===== src/logic/cache_cfg.svh =====
`ifndef CACHE_CFG_SVH
`define CACHE_CFG_SVH

////////////////////////////////////////
// Cache geometry
////////////////////////////////////////

// Address and data widths
`define CACHE_ADR_W      32
`define CACHE_WORD_W     32

// Sets and ways
`define CACHE_SETS       16
`define CACHE_WAYS       4

// Words per line, refill length
`define CACHE_LINE_WORDS 4

`endif


===== src/logic/cache_pkg.sv =====
`include "cache_cfg.svh"

package cache_pkg;

    // Address field widths, low to high
    localparam int BYTE_SEL_W = $clog2(`CACHE_WORD_W / 8);
    localparam int WORD_SEL_W = $clog2(`CACHE_LINE_WORDS);
    localparam int SET_W      = $clog2(`CACHE_SETS);
    localparam int TAG_W      = `CACHE_ADR_W - SET_W - WORD_SEL_W - BYTE_SEL_W;

    typedef logic [SET_W-1:0]                   set_idx_t;
    typedef logic [TAG_W-1:0]                   tag_t;
    typedef logic [WORD_SEL_W-1:0]              word_sel_t;
    typedef logic [BYTE_SEL_W-1:0]              byte_sel_t;
    typedef logic [$clog2(`CACHE_WAYS)-1:0]     way_t;
    typedef logic [1:0]                         age_t;
    typedef logic [`CACHE_WORD_W-1:0]           word_t;

    // Word 0 sits in the low bits
    typedef logic [`CACHE_LINE_WORDS*`CACHE_WORD_W-1:0] line_t;

    typedef enum logic [1:0] {
        op_lw,
        op_lb,
        op_lbu,
        op_sw
    } cpu_op_t;

    // Load result from a full word
    function automatic word_t format_load(word_t wrd, byte_sel_t bsel, cpu_op_t op);
        logic [7:0] sel_byte;
        sel_byte = wrd[bsel*8 +: 8];
        case (op)
            op_lb:   return {{(`CACHE_WORD_W-8){sel_byte[7]}}, sel_byte};
            op_lbu:  return {{(`CACHE_WORD_W-8){1'b0}}, sel_byte};
            default: return wrd;
        endcase
    endfunction

endpackage


===== src/logic/tag_if.sv =====
`timescale 1ns/100ps

interface tag_if;
    import cache_pkg::*;

    // Lookup request, held by the sequencer
    set_idx_t lookup_set;
    tag_t     lookup_tag;

    // Age update, plus tag and valid write when fill is set
    logic     upd_en;
    way_t     upd_way;
    logic     fill;

    // Results, one cycle after lookup_set
    logic     hit;
    way_t     hit_way;
    way_t     victim_way;
    logic     init_done;

    modport sequencer (
        output lookup_set, lookup_tag, upd_en, upd_way, fill,
        input  hit, hit_way, victim_way, init_done
    );

    modport store (
        input  lookup_set, lookup_tag, upd_en, upd_way, fill,
        output hit, hit_way, victim_way, init_done
    );

endinterface


===== src/logic/cache_tag_store.sv =====
`timescale 1ns/100ps
`include "cache_cfg.svh"

module cache_tag_store (
    input logic  clk,
    input logic  rst,
    tag_if.store tif
);
    import cache_pkg::*;

    tag_t                   tag_q   [`CACHE_SETS][`CACHE_WAYS];
    logic [`CACHE_WAYS-1:0] valid_q [`CACHE_SETS];
    age_t                   age_q   [`CACHE_SETS][`CACHE_WAYS];

    set_idx_t               rd_set;
    set_idx_t               clr_set;
    logic                   clearing;
    logic                   inv_found;
    age_t                   best_age;

    ////////////////////////////////////////
    // Clear sweep after reset
    ////////////////////////////////////////

    always_ff @(posedge clk)
    begin
        if (rst)
        begin
            clearing <= 1'b1;
            clr_set  <= '0;
        end
        else if (clearing)
        begin
            clr_set <= clr_set + set_idx_t'(1);
            if (clr_set == set_idx_t'(`CACHE_SETS - 1))
                clearing <= 1'b0;
        end
    end

    assign tif.init_done = !clearing;

    ////////////////////////////////////////
    // Array updates
    ////////////////////////////////////////

    always_ff @(posedge clk)
    begin
        rd_set <= tif.lookup_set;
        if (clearing)
        begin
            valid_q[clr_set] <= '0;
            for (int w = 0; w < `CACHE_WAYS; w++)
                age_q[clr_set][w] <= '0;
        end
        else if (tif.upd_en)
        begin
            // Accessed way becomes youngest, the rest age up to 3
            for (int w = 0; w < `CACHE_WAYS; w++)
            begin
                if (way_t'(w) == tif.upd_way)
                    age_q[tif.lookup_set][w] <= '0;
                else if (age_q[tif.lookup_set][w] != 2'd3)
                    age_q[tif.lookup_set][w] <= age_q[tif.lookup_set][w] + age_t'(1);
            end
            if (tif.fill)
            begin
                tag_q[tif.lookup_set][tif.upd_way]   <= tif.lookup_tag;
                valid_q[tif.lookup_set][tif.upd_way] <= 1'b1;
            end
        end
    end

    ////////////////////////////////////////
    // Hit and victim
    ////////////////////////////////////////

    always_comb
    begin
        tif.hit        = 1'b0;
        tif.hit_way    = '0;
        tif.victim_way = '0;
        inv_found      = 1'b0;
        best_age       = '0;

        // Lowest matching way wins
        for (int w = `CACHE_WAYS - 1; w >= 0; w--)
        begin
            if (valid_q[rd_set][w] && tag_q[rd_set][w] == tif.lookup_tag)
            begin
                tif.hit     = 1'b1;
                tif.hit_way = way_t'(w);
            end
        end

        // First invalid way, else oldest with ties to the low index
        for (int w = 0; w < `CACHE_WAYS; w++)
        begin
            if (!valid_q[rd_set][w] && !inv_found)
            begin
                inv_found      = 1'b1;
                tif.victim_way = way_t'(w);
            end
            else if (!inv_found && age_q[rd_set][w] > best_age)
            begin
                best_age       = age_q[rd_set][w];
                tif.victim_way = way_t'(w);
            end
        end
    end

endmodule


===== src/flat_wrapper.sv =====
// flat-port wrapper written by rule: the top's interface ports become plain ports
module cache_tag_store_flat import cache_pkg::*;
  (clk, rst, tif_lookup_set, tif_lookup_tag, tif_upd_en, tif_upd_way, tif_fill, tif_hit, tif_hit_way, tif_victim_way, tif_init_done);
  tag_if tif_i ();
  input logic clk;
  input logic rst;
  input wire logic [$bits(tif_i.lookup_set)-1:0] tif_lookup_set;
  input wire logic [$bits(tif_i.lookup_tag)-1:0] tif_lookup_tag;
  input wire logic [$bits(tif_i.upd_en)-1:0] tif_upd_en;
  input wire logic [$bits(tif_i.upd_way)-1:0] tif_upd_way;
  input wire logic [$bits(tif_i.fill)-1:0] tif_fill;
  output wire logic [$bits(tif_i.hit)-1:0] tif_hit;
  output wire logic [$bits(tif_i.hit_way)-1:0] tif_hit_way;
  output wire logic [$bits(tif_i.victim_way)-1:0] tif_victim_way;
  output wire logic [$bits(tif_i.init_done)-1:0] tif_init_done;
  assign tif_i.lookup_set = tif_lookup_set;
  assign tif_i.lookup_tag = tif_lookup_tag;
  assign tif_i.upd_en = tif_upd_en;
  assign tif_i.upd_way = tif_upd_way;
  assign tif_i.fill = tif_fill;
  assign tif_hit = tif_i.hit;
  assign tif_hit_way = tif_i.hit_way;
  assign tif_victim_way = tif_i.victim_way;
  assign tif_init_done = tif_i.init_done;
  cache_tag_store u_core (.clk(clk), .rst(rst), .tif(tif_i));
endmodule

===== config.mk =====
export PLATFORM = sky130hd
export DESIGN_NAME = cache_tag_store_flat
export DESIGN_NICKNAME = d
export VERILOG_FILES = /design/src/logic/cache_pkg.sv /design/src/logic/tag_if.sv /design/src/logic/cache_tag_store.sv /design/src/flat_wrapper.sv
export VERILOG_INCLUDE_DIRS = /design/src /design/src/logic
export SDC_FILE = /design/constraint.sdc
export NUM_CORES = 2
export LEC_CHECK = 0
export BUFFER_PORTS_ARGS = -buffer_cell sky130_fd_sc_hd__buf_2
export CAP_MARGIN = 20
export CORE_AREA = 2 2 493 348
export CTS_CLUSTER_SIZE = 14
export DETAILED_ROUTE_END_ITERATION = 8
export DIE_AREA = 0 0 495 350
export GPL_ROUTABILITY_DRIVEN = 0
export REMOVE_ABC_BUFFERS = 1
export SYNTH_ARGS = -nofsm -noshare
export SYNTH_HDL_FRONTEND = slang
export SYNTH_SLANG_ARGS = --single-unit

===== constraint.sdc =====
create_clock -name clk -period 7.3 [get_ports clk]
set_input_delay 0.73 -clock clk [delete_from_list [all_inputs] [get_ports clk]]
set_output_delay 0.73 -clock clk [all_outputs]
set_load 0.1 [all_outputs]

# --- Yosys cells after proc, flatten, opt, wreduce, memory -nomap -nowiden ---
# Memories as Yosys holds them, arrays and structs flattened. A register that Yosys moved wholly into a read port is not among the register bits.
# Index checks and enable logic that the tools add are counted.
classes:
  n_addsub: 5
  mul: 0
  div: 0
  n_lt_le_gt_ge: 8
  eq_ne: 12
  shifts: 0
  muxes: 82
  n_bitwise: 5
  n_reduce_logical: 21
ops:
  columns: ["op", "n"]
  rows:
  - ["$eq 24x24->1", 4]
  - ["$mux 96", 1]
  - ["$mux 1", 52]
  - ["$demux 24 s2", 1]
  - ["$mux 2", 19]
  - ["$mux 24", 1]
  - ["$mux 4", 6]
  - ["$logic_and 1x1->1", 12]
  - ["$add 2x1->2 const B", 4]
  - ["$mux 8", 1]
  - ["$ne 2x2->1 const B", 4]
  - ["$reduce_or 8->1", 1]
  - ["$gt 2x2->1", 3]
  - ["$logic_not 1->1", 6]
  - ["$add 4x1->4 const B", 1]
  - ["$eq 2x2->1 const A", 2]
  - ["$eq 4x4->1 const B", 1]
  - ["$or 1x1->1", 4]
  - ["$reduce_or 4->1", 1]
  - ["$ge 3x3->1 const B", 1]
  - ["$lt 2x3->1 const B", 1]
  - ["$lt 3x1->1 const B", 1]
  - ["$not 2->3", 1]
  - ["$demux 1 s2", 1]
  - ["4 further kinds", 4]
totals:
  ff_bits: 5
  latchBits: 0
  ram_bits: 1728
  romBits: 0
  output_inout_bits: 6
  mem_count: 3
memory_table:
  columns: ["memory", "depth", "word_bits", "rd", "rd_clocked_by_memory_dff", "write_ports", "line_no", "source"]
  rows:
  - ["u_core.tag_q", 16, 96, 1, 1, 1, "cache_tag_store.sv:11", "tag_t tag_q [`CACHE_SETS][`CACHE_WAYS];"]
  - ["u_core.age_q", 16, 8, 2, 1, 1, "cache_tag_store.sv:13", "age_t age_q [`CACHE_SETS][`CACHE_WAYS];"]
  - ["u_core.valid_q", 16, 4, 1, 1, 1, "cache_tag_store.sv:12", "logic [`CACHE_WAYS-1:0] valid_q [`CACHE_SETS];"]

# --- Logic depth before layout (Yosys ltp) ---
depth:
  ltp_word: 15
  mapped_depth: 29
  mapped_depth_nobuf: 24

# --- Least setup slack after synthesis ---
# No wires, ideal clock.
synth_path:
  path_kind: "register -> output"
  start: "register (tool-made name)"
  end: "output tif_victim_way[0]"
  t_arrival_ns: 6.456
  t_required_ns: 6.570
  path_slack_ns: 0.114
  path_stages_with_launch: 27
  n_path_buf: 6
  path_cell_list: "dfxtp_1 buf_6 buf_8 buf_6 buf_6 buf_4 buf_2 mux4_2 mux4_2 nor2b_1 inv_1 ha_1 nor2b_1 o21ai_0 or2_2 mux2i_1 ha_1 a21oi_1 a21oi_1 nand3b_1 mux2_2 ha_1 nand2_1 o21ai_0 nand2_1 o21ai_0 a21oi_1"
synth_rtl:
  columns: ["element", "line_no", "source"]
  rows:
  - ["end: declaration", "flat_wrapper.sv:14", "output wire logic [$bits(tif_i.victim_way)-1:0] tif_victim_way;"]

==> flow_summary.yaml <==
worst_setup_path:
  worst_setup_path_end_kind: "primary output"
  crit_type: "reg2out"
  crit_chain: "clkinv_2 > nor2_1 > a221oi_1 > buf_4 > nor2b_1 > inv_1 > ha_1 > nor2b_1 > o21ai_0 > or2_2 > o21ai_0 > ha_1 > a21oi_1 > nand3b_1 > mux2_2 > ha_1 > nand2_1 > o21ai_0 > nand2_1 > o21ai_0 > a21oi_1 > buf_12"
  cp_max_fo: 29
  slowest_delay_ns: 0.66
  crit_top_cell: "o21ai_0"
  required_ns: 6.57
  r2r-start: "u_core.clearing"
  cp-start-kind: "register"
  worst_path_max_delay_cell: "dfxtp_4"
  worstPathArrival_ns: 6.21
yosys:
  avgSynthCellArea_um2: 20.19
  synth-seq-area-share: 0.7400
  yosysTopAreaCell: "edfxtp_1"
  ys_async_sr_fraction: 0
  yosys_warnings: 0
  syn_area_um2: 70360
  synth-edff-count: 1728
  synth_cell_types: 71
  synth_seq_cells: 1737
  synth_top_flop_cell: "edfxtp_1"
  synth_top_cell_area_share: 0.7375
  netlist_instances: 3485
  yosys-top-cells-area: "edfxtp_1 (74%), mux4_2 (13%), mux2i_1 (3.2%), nor2_1 (1.2%), xnor2_1 (1.0%)"
cells_and_area:
  final_cell_mix: "edfxtp_1 (1728), mux4_2 (418), mux2i_1 (226), clkbuf_16 (162), nor2_1 (161)"
  final_area_um2: 78950
  nNetsFinal: 3678
  drive_gt1_frac: 0.2513
  antenna_cells: 0
  area_growth_pct: 12.21
  final_cells: 5985
  final_common_cell: "edfxtp_1"
power:
  power.density_nw_per_um2: 252.4
  leakage_nw: 25.38
  vdd_drop_max_v: 0.0001832
placed_design:
  io_buffers: 39
  post_dp_cell_area_um2: 74050
  pre_cts_ws_ns: 1.021
  dp_cells: 5702
  place_hpwl_um: 104100
grt:
  grt_usage: 0.2082
  overflow: 0
  grt_most_used_layer: "met1"
  grtUsageMet3: 0.03576
  grt_pass1_wl_um: 258300
  grt_pass1_vias: 34610
  use_met2: 0.2935
  grt_max_degree: 110
  use_met1: 0.3381
  grt_antenna_before_repair: 8
outcome:
  status: "finished, final reports clean"
sta:
  period_needed_ns: 6.937
  finalClockSkew_ns: 0.03046
  timing.fmax_ghz: 0.1442
  worstMarginPinSlew_ns: 1.148
  hold_ws_ns: 0.1659
  fin_crit_sh: 0.9503
  tns_ns: 0
  worst_slack_ns: 0.3630
  final_hold_viol_count: 0
  rsz0062_at_grt: "false"
  slew-limit-headroom: 0.2278
  setup_viol: 0
  maxSlewViolCount: 0
floorplan:
  die_w_um: 495
  rows: 126
  die_area_um2: 173300
  initial_core_util: 0.4187
  die_h_um: 350
  core_um2: 168100
  io_pins: 40
detailed_routing:
  vias_per_cell: 5.924
  first_pass_iters: 6
  ant_nets: 0
  drt-total-wl_um: 181300
  vias: 35456
  drt_iter0_markers: 4268
  drcViolationCount: 0
  post_drt_wl_per_cell_um: 30.29
cts:
  clock_sink_count: 1737
  clkSlewWorstSetupHoldPaths_ns: 0.07
  insertion_delay_ns: 0.81
  cts_tree: "built"
  cts_buffers: 160
  cts_root_buffer: "clkbuf_16"
  cts_max_level: 4
  cts_buffer_depth: 3
run:
  cap_violations: 0
worst_hold_path:
  hold_path.class: "in2reg"
  min_from: "rst"
-- flip-flops by register name, summed over array words and instances, names as in the netlist, named ones only --
register and count:
u_core.clr_set 4, u_core.age_q 128, u_core.clearing 1, u_core.valid_q 64
u_core.tag_q 1536
-- metal layers --
metal	vias to the layer above	part of all wire	wire, um
met4	2	0.014	2535
met1	19132	0.47	85330
met3	221	0.083	15030
met5	-	0.000072	13
met2	1530	0.43	78370
li1	14571	-	-
-- what timing repair did --
action / in CTS / in global routing
hold buffers: 0 / 0
buffers inserted: 0 / 1
resized for setup: 0 / 1
endpoints found under the setup margin: 0 / 2
-- worst paths after layout --
path	endpoint	cells past startpoint	slack (ns)
min	u_core.clr_set[0]	2	0.17
max	tif_victim_way[0]	22	0.36
min reg2reg	u_core.clearing	2	0.62
max reg2reg	u_core.tag_q[14][78]	8	3.36
-- cells by family after synthesis --
group | Yosys count | share of synthesized area
AND/OR/NAND/NOR | 502 | 0.03245
adder cells (fa/ha/maj) | 11 | 0.001956
buffers and inverters | 217 | 0.01696
flip-flops | 1737 | 0.7400
AO/OA/AOI/OAI | 205 | 0.02022
multiplexers | 683 | 0.1722
XOR/XNOR | 130 | 0.01618
-- worst max-delay path, delay by kind of cell (launching register included) --
| family | cells | cell delay [ns] |
|---|---|---|
| AO/OA/AOI/OAI | 7 | 1.30 |
| adder cells (fa/ha/maj) | 3 | 0.87 |
| buffers and inverters | 4 | 0.95 |
| flip-flops | 1 | 0.66 |
| multiplexers | 1 | 0.31 |
| AND/OR/NAND/NOR | 7 | 1.31 |
-- stage by stage --
stage | util | total power, mW
finish | 0.4698 | 19.93
global route | 0.4698 | 20.51
CTS | 0.4685 | 20.05
detailed placement | 0.4406 | 12.35
global placement | 0.4395 | 12.34
floorplan | - | 12.10
-- Yosys cell counts (all sizes together), types with 33 or more instances --
master  instances
o21ai          45
buf           144
nor2          227
clkbuf         59
mux2           39
xor2           47
xnor2          83
edfxtp       1728
nand2         129
mux2i         226
a22oi          33
mux4          418
-- layout make-up --
cell class	instances	area [um2]
Timing Repair Buffer	189	1758
Tap cell	2240	2803
Inverter	14	56.30
Fill cell	13983	89110
Clock buffer	192	4145
Sequential cell	1737	52090
Clock inverter	82	534.3
Multi-Input combinational cell	1531	17570
-- report_power, final --
group | switching [mW] | internal (mW) | total, mW
clock | 3.66 | 4.12 | 7.78
combinational | 0.717 | 0.437 | 1.15
sequential | 0.0230 | 11.0 | 11.0
Power figures use the tool's default switching activity.
