### src/logic/cache_cfg.svh
`ifndef CACHE_CFG_SVH
`define CACHE_CFG_SVH

////////////////////////////////////////
// Cache geometry
////////////////////////////////////////

// Address and data widths
`define CACHE_ADR_W      32
`define CACHE_WORD_W     32

// Sets and ways
`define CACHE_SETS       16
`define CACHE_WAYS       4

// Words per line, refill length
`define CACHE_LINE_WORDS 4

`endif

### src/logic/cache_pkg.sv
`include "cache_cfg.svh"

package cache_pkg;

    // Address field widths, low to high
    localparam int BYTE_SEL_W = $clog2(`CACHE_WORD_W / 8);
    localparam int WORD_SEL_W = $clog2(`CACHE_LINE_WORDS);
    localparam int SET_W      = $clog2(`CACHE_SETS);
    localparam int TAG_W      = `CACHE_ADR_W - SET_W - WORD_SEL_W - BYTE_SEL_W;

    typedef logic [SET_W-1:0]                   set_idx_t;
    typedef logic [TAG_W-1:0]                   tag_t;
    typedef logic [WORD_SEL_W-1:0]              word_sel_t;
    typedef logic [BYTE_SEL_W-1:0]              byte_sel_t;
    typedef logic [$clog2(`CACHE_WAYS)-1:0]     way_t;
    typedef logic [1:0]                         age_t;
    typedef logic [`CACHE_WORD_W-1:0]           word_t;

    // Word 0 sits in the low bits
    typedef logic [`CACHE_LINE_WORDS*`CACHE_WORD_W-1:0] line_t;

    typedef enum logic [1:0] {
        op_lw,
        op_lb,
        op_lbu,
        op_sw
    } cpu_op_t;

    // Load result from a full word
    function automatic word_t format_load(word_t wrd, byte_sel_t bsel, cpu_op_t op);
        logic [7:0] sel_byte;
        sel_byte = wrd[bsel*8 +: 8];
        case (op)
            op_lb:   return {{(`CACHE_WORD_W-8){sel_byte[7]}}, sel_byte};
            op_lbu:  return {{(`CACHE_WORD_W-8){1'b0}}, sel_byte};
            default: return wrd;
        endcase
    endfunction

endpackage

### src/logic/tag_if.sv
`timescale 1ns/100ps

interface tag_if;
    import cache_pkg::*;

    // Lookup request, held by the sequencer
    set_idx_t lookup_set;
    tag_t     lookup_tag;

    // Age update, plus tag and valid write when fill is set
    logic     upd_en;
    way_t     upd_way;
    logic     fill;

    // Results, one cycle after lookup_set
    logic     hit;
    way_t     hit_way;
    way_t     victim_way;
    logic     init_done;

    modport sequencer (
        output lookup_set, lookup_tag, upd_en, upd_way, fill,
        input  hit, hit_way, victim_way, init_done
    );

    modport store (
        input  lookup_set, lookup_tag, upd_en, upd_way, fill,
        output hit, hit_way, victim_way, init_done
    );

endinterface

### src/logic/data_if.sv
`timescale 1ns/100ps

interface data_if;
    import cache_pkg::*;

    // Line address
    set_idx_t  set;
    way_t      way;

    // Single word write
    word_sel_t word_sel;
    logic      wr_en;
    word_t     wr_dat;

    // Registered line, one cycle behind set and way
    line_t     rd_line;

    modport sequencer (
        output set, way, word_sel, wr_en, wr_dat,
        input  rd_line
    );

    modport store (
        input  set, way, word_sel, wr_en, wr_dat,
        output rd_line
    );

endinterface

### src/logic/cache_sequencer.sv
`timescale 1ns/100ps
`include "cache_cfg.svh"

module cache_sequencer (
    input  logic                     clk,
    input  logic                     rst,

    // CPU side
    input  logic                     cpu_req,
    input  cache_pkg::cpu_op_t       cpu_op,
    input  logic [`CACHE_ADR_W-1:0]  cpu_adr,
    input  cache_pkg::word_t         cpu_wdat,
    output logic                     cpu_ack,
    output cache_pkg::word_t         cpu_rdat,

    // Memory side
    output logic                     mem_req,
    output logic                     mem_we,
    output logic [`CACHE_ADR_W-1:0]  mem_adr,
    output cache_pkg::word_t         mem_wdat,
    input  logic                     mem_ack,
    input  cache_pkg::word_t         mem_rdat,

    tag_if.sequencer                 tif,
    data_if.sequencer                dif
);
    import cache_pkg::*;

    typedef enum logic [2:0] {
        st_idle,
        st_lookup,
        st_respond,
        st_refill,
        st_store_wait
    } state_t;

    state_t    state;
    state_t    state_nxt;

    tag_t      req_tag;
    set_idx_t  req_set;
    word_sel_t req_word;
    byte_sel_t req_byte;

    way_t      way_q;
    way_t      cur_way;
    logic      hit_q;
    word_sel_t cnt;
    word_sel_t cnt_inc;
    logic      last_word;

    assign {req_tag, req_set, req_word, req_byte} = cpu_adr;

    // Refill wraps back to the critical word
    assign cnt_inc   = cnt + word_sel_t'(1);
    assign last_word = (cnt_inc == req_word);

    // Hit way is only known during lookup
    assign cur_way = (state == st_lookup) ? tif.hit_way : way_q;

    ////////////////////////////////////////
    // State and refill registers
    ////////////////////////////////////////

    always_ff @(posedge clk)
    begin
        if (rst)
            state <= st_idle;
        else
            state <= state_nxt;
    end

    always_ff @(posedge clk)
    begin
        if (state == st_lookup)
        begin
            way_q <= tif.hit ? tif.hit_way : tif.victim_way;
            hit_q <= tif.hit;
            cnt   <= req_word;
        end
        else if (state == st_refill && mem_ack)
            cnt <= cnt_inc;
    end

    always_comb
    begin
        state_nxt = state;
        case (state)
            st_idle:
                if (cpu_req && tif.init_done)
                    state_nxt = st_lookup;
            st_lookup:
                if (cpu_op == op_sw)
                    state_nxt = st_store_wait;
                else if (tif.hit)
                    state_nxt = st_respond;
                else
                    state_nxt = st_refill;
            st_refill:
                if (mem_ack && last_word)
                    state_nxt = st_respond;
            st_store_wait:
                if (mem_ack)
                    state_nxt = st_respond;
            default:
                state_nxt = st_idle;
        endcase
    end

    ////////////////////////////////////////
    // Tag and data store control
    ////////////////////////////////////////

    assign tif.lookup_set = req_set;
    assign tif.lookup_tag = req_tag;
    assign tif.upd_way    = cur_way;
    assign tif.fill       = (state == st_refill);

    // Load hit at lookup, refill at its last word, store hit at mem_ack
    assign tif.upd_en = (state == st_lookup && tif.hit && cpu_op != op_sw)
                     || (state == st_refill && mem_ack && last_word)
                     || (state == st_store_wait && mem_ack && hit_q);

    assign dif.set      = req_set;
    assign dif.way      = cur_way;
    assign dif.word_sel = (state == st_refill) ? cnt : req_word;
    assign dif.wr_dat   = (state == st_refill) ? mem_rdat : cpu_wdat;
    assign dif.wr_en    = (state == st_refill && mem_ack)
                       || (state == st_store_wait && mem_ack && hit_q);

    ////////////////////////////////////////
    // Memory and CPU ports
    ////////////////////////////////////////

    assign mem_req  = (state == st_refill) || (state == st_store_wait);
    assign mem_we   = (state == st_store_wait);
    assign mem_wdat = cpu_wdat;
    assign mem_adr  = (state == st_refill) ? {req_tag, req_set, cnt, byte_sel_t'(0)}
                                           : {req_tag, req_set, req_word, byte_sel_t'(0)};

    assign cpu_ack  = (state == st_respond);
    assign cpu_rdat = format_load(dif.rd_line[req_word*`CACHE_WORD_W +: `CACHE_WORD_W],
                                  req_byte, cpu_op);

endmodule

### src/flat_wrapper.sv
// flat-port wrapper written by rule: the top's interface ports become plain ports
module cache_sequencer_flat import cache_pkg::*;
  (clk, rst, cpu_req, cpu_op, cpu_adr, cpu_wdat, cpu_ack, cpu_rdat, mem_req, mem_we, mem_adr, mem_wdat, mem_ack, mem_rdat, tif_lookup_set, tif_lookup_tag, tif_upd_en, tif_upd_way, tif_fill, tif_hit, tif_hit_way, tif_victim_way, tif_init_done, dif_set, dif_way, dif_word_sel, dif_wr_en, dif_wr_dat, dif_rd_line);
  tag_if tif_i ();
  data_if dif_i ();
  input  logic clk;
  input  logic rst;
  input  logic cpu_req;
  input  cache_pkg::cpu_op_t cpu_op;
  input  logic [`CACHE_ADR_W-1:0] cpu_adr;
  input  cache_pkg::word_t cpu_wdat;
  output logic cpu_ack;
  output cache_pkg::word_t cpu_rdat;
  output logic mem_req;
  output logic mem_we;
  output logic [`CACHE_ADR_W-1:0] mem_adr;
  output cache_pkg::word_t mem_wdat;
  input  logic mem_ack;
  input  cache_pkg::word_t mem_rdat;
  output wire logic [$bits(tif_i.lookup_set)-1:0] tif_lookup_set;
  output wire logic [$bits(tif_i.lookup_tag)-1:0] tif_lookup_tag;
  output wire logic [$bits(tif_i.upd_en)-1:0] tif_upd_en;
  output wire logic [$bits(tif_i.upd_way)-1:0] tif_upd_way;
  output wire logic [$bits(tif_i.fill)-1:0] tif_fill;
  input wire logic [$bits(tif_i.hit)-1:0] tif_hit;
  input wire logic [$bits(tif_i.hit_way)-1:0] tif_hit_way;
  input wire logic [$bits(tif_i.victim_way)-1:0] tif_victim_way;
  input wire logic [$bits(tif_i.init_done)-1:0] tif_init_done;
  output wire logic [$bits(dif_i.set)-1:0] dif_set;
  output wire logic [$bits(dif_i.way)-1:0] dif_way;
  output wire logic [$bits(dif_i.word_sel)-1:0] dif_word_sel;
  output wire logic [$bits(dif_i.wr_en)-1:0] dif_wr_en;
  output wire logic [$bits(dif_i.wr_dat)-1:0] dif_wr_dat;
  input wire logic [$bits(dif_i.rd_line)-1:0] dif_rd_line;
  assign tif_lookup_set = tif_i.lookup_set;
  assign tif_lookup_tag = tif_i.lookup_tag;
  assign tif_upd_en = tif_i.upd_en;
  assign tif_upd_way = tif_i.upd_way;
  assign tif_fill = tif_i.fill;
  assign tif_i.hit = tif_hit;
  assign tif_i.hit_way = tif_hit_way;
  assign tif_i.victim_way = tif_victim_way;
  assign tif_i.init_done = tif_init_done;
  assign dif_set = dif_i.set;
  assign dif_way = dif_i.way;
  assign dif_word_sel = dif_i.word_sel;
  assign dif_wr_en = dif_i.wr_en;
  assign dif_wr_dat = dif_i.wr_dat;
  assign dif_i.rd_line = dif_rd_line;
  cache_sequencer u_core (.clk(clk), .rst(rst), .cpu_req(cpu_req), .cpu_op(cpu_op), .cpu_adr(cpu_adr), .cpu_wdat(cpu_wdat), .cpu_ack(cpu_ack), .cpu_rdat(cpu_rdat), .mem_req(mem_req), .mem_we(mem_we), .mem_adr(mem_adr), .mem_wdat(mem_wdat), .mem_ack(mem_ack), .mem_rdat(mem_rdat), .tif(tif_i), .dif(dif_i));
endmodule
### config.mk
export PLATFORM = sky130hd
export DESIGN_NAME = cache_sequencer_flat
export DESIGN_NICKNAME = d
export VERILOG_FILES = /design/src/logic/cache_pkg.sv /design/src/logic/tag_if.sv /design/src/logic/data_if.sv /design/src/logic/cache_sequencer.sv /design/src/flat_wrapper.sv
export VERILOG_INCLUDE_DIRS = /design/src /design/src/logic
export SDC_FILE = /design/constraint.sdc
export NUM_CORES = 1
export LEC_CHECK = 0
export BUFFER_PORTS_ARGS = -buffer_cell sky130_fd_sc_hd__buf_2
export CAP_MARGIN = 20
export CORE_AREA = 2 2 160 162
export DETAILED_ROUTE_END_ITERATION = 16
export DIE_AREA = 0 0 162 164
export HOLD_SLACK_MARGIN = 0.03
export PLACE_DENSITY = 0.36
export SLEW_MARGIN = 10
export SYNTH_ARGS = -nofsm -noshare
export SYNTH_HDL_FRONTEND = slang
export SYNTH_SLANG_ARGS = --single-unit
### constraint.sdc
create_clock -name clk -period 2.5 [get_ports clk]
set_input_delay 0.375 -clock clk [delete_from_list [all_inputs] [get_ports clk]]
set_output_delay 0.375 -clock clk [all_outputs]
set_load 0.02 [all_outputs]
Word-level counts from Yosys, hierarchy flattened
Index checks and enable logic that the tools add are counted.
{"block": "totals", "ff_bits": 8, "input_bits": 236, "out_inout_bits": 172, "word_cells": 48}
{"block": "op_classes", "n_addsub": 1, "eq_ne": 12, "shifts": 2, "muxes": 14, "reduce_logical": 15}
{"operator": "128-bit by 8-bit variable part select with 32-bit output", "count": 1}
{"operator": "32-bit case mux with 2 select lines", "count": 1}
{"operator": "32-bit two-way mux", "count": 1}
{"operator": "32-bit by 6-bit variable part select with 8-bit output", "count": 1}
{"operator": "3-bit two-way mux", "count": 4}
{"operator": "3-bit case mux with 4 select lines", "count": 1}
{"operator": "2-bit two-way mux", "count": 5}
{"operator": "1-bit logical AND", "count": 8}
{"operator": "3-bit by 2-bit == test with 1-bit output (second input constant)", "count": 2}
{"operator": "2-bit by 1-bit inequality test with 1-bit output (second input constant)", "count": 3}
{"operator": "2-bit == test (second input constant)", "count": 2}
{"operator": "1-bit logical OR", "count": 4}
{"operator": "4-bit two-way mux", "count": 1}
{"operator": "3-bit by 1-bit == test with 1-bit output (second input constant)", "count": 1}
{"operator": "3-bit == test (second input constant)", "count": 1}
{"operator": "3-bit logical NOT", "count": 1}
{"operator": "3-bit AND reduction", "count": 1}
{"operator": "2-bit by 1-bit adder with 2-bit output (second input constant)", "count": 1}
{"operator": "2-bit by 1-bit == test with 1-bit output (second input constant)", "count": 1}
{"operator": "2-bit == test", "count": 1}
{"operator": "2-bit inequality test (second input constant)", "count": 1}
{"operator": "2-bit nonzero test", "count": 1}
{"operator": "1-bit two-way mux", "count": 1}

Depth between registers and ports, before layout
{"block": "depth", "word_depth": 5, "depth_mapped": 7, "mapped_depth_nobuf": 6}

Worst setup path after synthesis
No wires, ideal clock.
{"block": "synth_path", "path_kind": "register to output", "start": "register u_core.state[0]", "end": "output mem_adr[2]", "arrival_ns": 2.098, "required_ns": 2.125, "slack_ns": 0.027, "path_stages_with_launch": 7, "path_buffers": 2, "cell_sequence": "dfxtp_1 -> nor2b_1 -> nand2_1 -> clkbuf_1 -> inv_1 -> o21ai_0 -> buf_4"}
{"block": "synth_between", "elab_chain_cells": 2}
{"element": "start, declared", "line_no": "cache_sequencer.sv:37", "rtl": "state_t state;"}
{"element": "start signal, assigned", "line_no": "cache_sequencer.sv:68", "rtl": "state <= st_idle;"}
{"element": "start signal, assigned", "line_no": "cache_sequencer.sv:70", "rtl": "state <= state_nxt;"}
{"element": "3-bit by 2-bit == test with 1-bit output"}
{"element": "via tif_fill", "line_no": "flat_wrapper.sv:24", "rtl": "output wire logic [$bits(tif_i.fill)-1:0] tif_fill;"}
{"element": "4-bit two-way mux", "line_no": "cache_sequencer.sv:138", "rtl": "assign mem_adr = (state == st_refill) ? {req_tag, req_set, cnt, byte_sel_t'(0)}"}
{"element": "end, declared", "line_no": "flat_wrapper.sv:16", "rtl": "output logic [`CACHE_ADR_W-1:0] mem_adr;"}
The timed path passes the listed nets, and every way through them passes these cells.

Worst setup path after layout
{"block": "layout_path", "start": "input cpu_adr[2]", "end": "output cpu_rdat[27]"}
{"block": "layout_between", "elab_chain_cells": 3}
{"element": "start, declared", "line_no": "flat_wrapper.sv:10", "rtl": "input logic [`CACHE_ADR_W-1:0] cpu_adr;"}
{"element": "128-bit by 8-bit variable part select with 32-bit output *", "line_no": "cache_sequencer.sv:142", "rtl": "assign cpu_rdat = format_load(dif.rd_line[req_word*`CACHE_WORD_W +: `CACHE_WORD_W],"}
{"element": "32-bit by 6-bit variable part select with 8-bit output", "line_no": "cache_pkg.sv:32", "rtl": "sel_byte = wrd[bsel*8 +: 8];"}
{"element": "32-bit case mux with 2 select lines *", "line_no": "cache_pkg.sv:33", "rtl": "case (op)"}
{"element": "end, declared", "line_no": "flat_wrapper.sv:13", "rtl": "output cache_pkg::word_t cpu_rdat;"}
Every way passes the cells marked *; elsewhere a longest branch is shown, timed or not.

==> impl_metrics.py <==
metrics = {
    "drt": {
        "drt_pass1_iterations": 4,
        "drtIter0Drc": 91,
        "vias": 3603,
        "avgRoutedWirePerCell_um": 18.3,
        "viasPerCell": 3.92,
        "wl_mm": 16.8,
        "ant_nets": 0,
        "drc": 0,
    },
    "yosys": {
        "synth_top_family_by_area": "multiplexers",
        "synth.mux.area_fraction": 0.388,
        "synthAdderAreaFrac": 0.0120,
        "syn_area_sq_um": 3130,
        "synth-seq-cells": 8,
        "synth-seq-area-share": 0.0671,
        "yosysWarnings": 0,
        "synthSimpleGateAreaFrac": 0.184,
        "syn_avg_cell_area_sq_um": 8.92,
        "yosysUniqueCellTypes": 33,
        "syn_inst": 351,
        "synth-compound-area-share": 0.0576,
        "synth_xor_area_frac": 0.00560,
    },
    "global_routing": {
        "grt_use_met2": 0.246,
        "met3_usage": 0.0260,
        "antenna_found_initial": 2,
        "top_usage_layer": "met2",
        "grt_max_degree": 34,
        "use_met1": 0.120,
        "grt_overflow": 0,
        "first_global_vias": 3761,
        "groute.usage.overall": 0.117,
        "grt_pass1_wl_mm": 23.1,
    },
    "floorplan": {
        "die_area_sq_um": 26600,
        "dieHeight_um": 164,
        "ios": 408,
        "coreArea_sq_um": 24800,
        "die_w_um": 162,
        "num_rows": 58,
        "start_util": 0.126,
    },
    "worst_hold_path": {
        "holdCritPathClass": "primary input to flip-flop",
        "min-delay-start": "rst",
    },
    "cells_and_area": {
        "antenna_cells": 0,
        "drive_above_1_share": 0.773,
        "nFillCells": 2827,
        "layout_common_cells": "buf_2, buf_4, mux2_2, nand2_1, mux4_2",
        "layout.cells.non_filler": 920,
        "nets": 830,
        "final_common_cell": "buf_2",
        "area_growth_pct": 54.9,
    },
    "pwr": {
        "p_per_area_nw_per_um2": 299,
        "leakage_nw": 2.54,
        "vdd_drop_max_v": 0.000276,
    },
    "critical_path": {
        "r2r-start": "u_core.cnt[1]",
        "critPathKind": "primary input to output port",
        "crit_required_ns": 2.12,
        "crit_start": "cpu_adr[2]",
        "worst_setup_path_start_kind": "primary input",
        "endpoint_kind": "output port",
        "cp_max_fo": 24,
        "arrival_ns": 2.10,
    },
    "sta": {
        "timing.fmax_mhz": 405,
        "min_period_ns": 2.47,
        "hold_slack_ns": 0.338,
        "layout_setup_ws_ns": 0.0281,
        "period_share": 0.989,
        "setup_viol": 0,
        "fin_skew_ns": 0.00102,
        "drv_slew": 0,
        "rsz0062_at_grt": "yes",
        "hold_viol_final": 0,
    },
    "clocking": {
        "cts_max_path_buffers": 2,
        "hold_buffers": 0,
        "insertion_delay_ns": 0.23,
        "path_clk_slew_ns": 0.04,
        "cts-root-buf": "clkbuf_16",
        "htreeDepth": 1,
        "cts_sinks": 8,
        "cts_tree": "yes",
        "cts_inserted_buffers": 3,
    },
    "placed_design": {
        "gp_congestion": 0.796,
        "numPortBuffers": 317,
        "place_inst": 906,
        "place_ws_ns": -0.145,
        "place_hpwl_mm": 15.2,
    },
    "status": {
        "run_status": "finished clean",
    },
    "job": {
        "cap_violations": 0,
    },
}
## area by class of cell
cell class	count	area, sq um	area share
multi-input cells	213	2070	0.426
repair buffers	357	2050	0.423
well taps	330	413	0.0852
flip-flops and latches	8	210	0.0434
clock buffers	4	78.8	0.0163
inverters	8	30.0	0.00619
## cells in the mapped netlist (all sizes together)
cell type  instances  area, sq um
inv                8         30.0
a21oi              2         10.0
mux2i              9         90.1
conb               1         3.75
buf              107          800
nor3b              3         22.5
dfxtp              3         60.1
or4b               1         10.0
o21ai             12         60.1
clkbuf            16         60.1
nand2             35          131
o21bai             1         7.51
a211oi             1         7.51
a22oi              8         60.1
mux4              31          698
a2111oi            1         8.76
nor2               6         22.5
a32o               1         10.0
nand3             41          305
edfxtp             5          150
xnor2              2         17.5
a21boi             1         7.51
nor2b              5         31.3
nand4              2         12.5
or3                1         6.26
mux2              38          428
ha                 3         37.5
nand2b             3         18.8
nor3               3         15.0
o311ai             1         8.76
## through the flow
stage / instance area, sq um / util / TNS, ns / total power, W
after floorplan: 3130 / - / 0 / 0.000856
after global placement: 4560 / 0.184 / -0.623 / 0.00114
after detailed placement: 4560 / 0.184 / -0.978 / 0.00113
after CTS: 4670 / 0.188 / -0.00194 / 0.00143
after global routing: 4850 / 0.195 / -0.0771 / 0.00154
final: 4850 / 0.195 / 0 / 0.00145
## report_power, final
part / total (W) / switching, W / internal [W] / leakage (nW)
logic: 0.00102 / 0.000541 / 0.000475 / 2.44
registers: 0.000156 / 0.00000613 / 0.000150 / 0.0704
clock network: 0.000279 / 0.0000659 / 0.000213 / 0.0382
## worst max-delay path, stage by stage
cell     delay [ns]
buf_2          0.14
mux2i_1        0.14
mux4_2         0.49
or4b_4         0.51
buf_12         0.19
nand3_1        0.09
buf_4          0.14
## final timing paths
path,endpoint,slack (ns),depth (start not counted)
worst max register to register,u_core.state[0],1.00,4
worst min register to register,u_core.state[0],0.49,1
worst max-delay path,cpu_rdat[27],0.03,7
worst min-delay path,u_core.state[1],0.34,2
## state kept, by name, indices dropped and copies added, names as in the netlist
register and flops:
u_core.cnt 2, u_core.hit_q 1, u_core.state 3, u_core.way_q 2
## logic make-up (layout without fill, tap and decap cells)
group                      count (synthesis)  count (layout)
and+or+nand+nor                          100             100
buffers and inverters                    131             369
xor gates and xnor gates                   2               2
other                                      1               2
adders and majority gates                  3               3
AOI/OAI and AO/OA                         28              28
muxes                                     78              78
DFF                                        8               8
## repair_timing
action,CTS,global route
pin swaps,0,1
setup endpoints to repair,32,30
buffers inserted,0,10
resized for setup,7,28
## per-layer routing
layer / up-vias / share of wire
li1: 1646 / -
met1: 1698 / 0.34
met2: 230 / 0.56
met3: 25 / 0.085
met4: 4 / 0.0073
met5: - / 0.0014
Power figures use the tool's default switching activity.
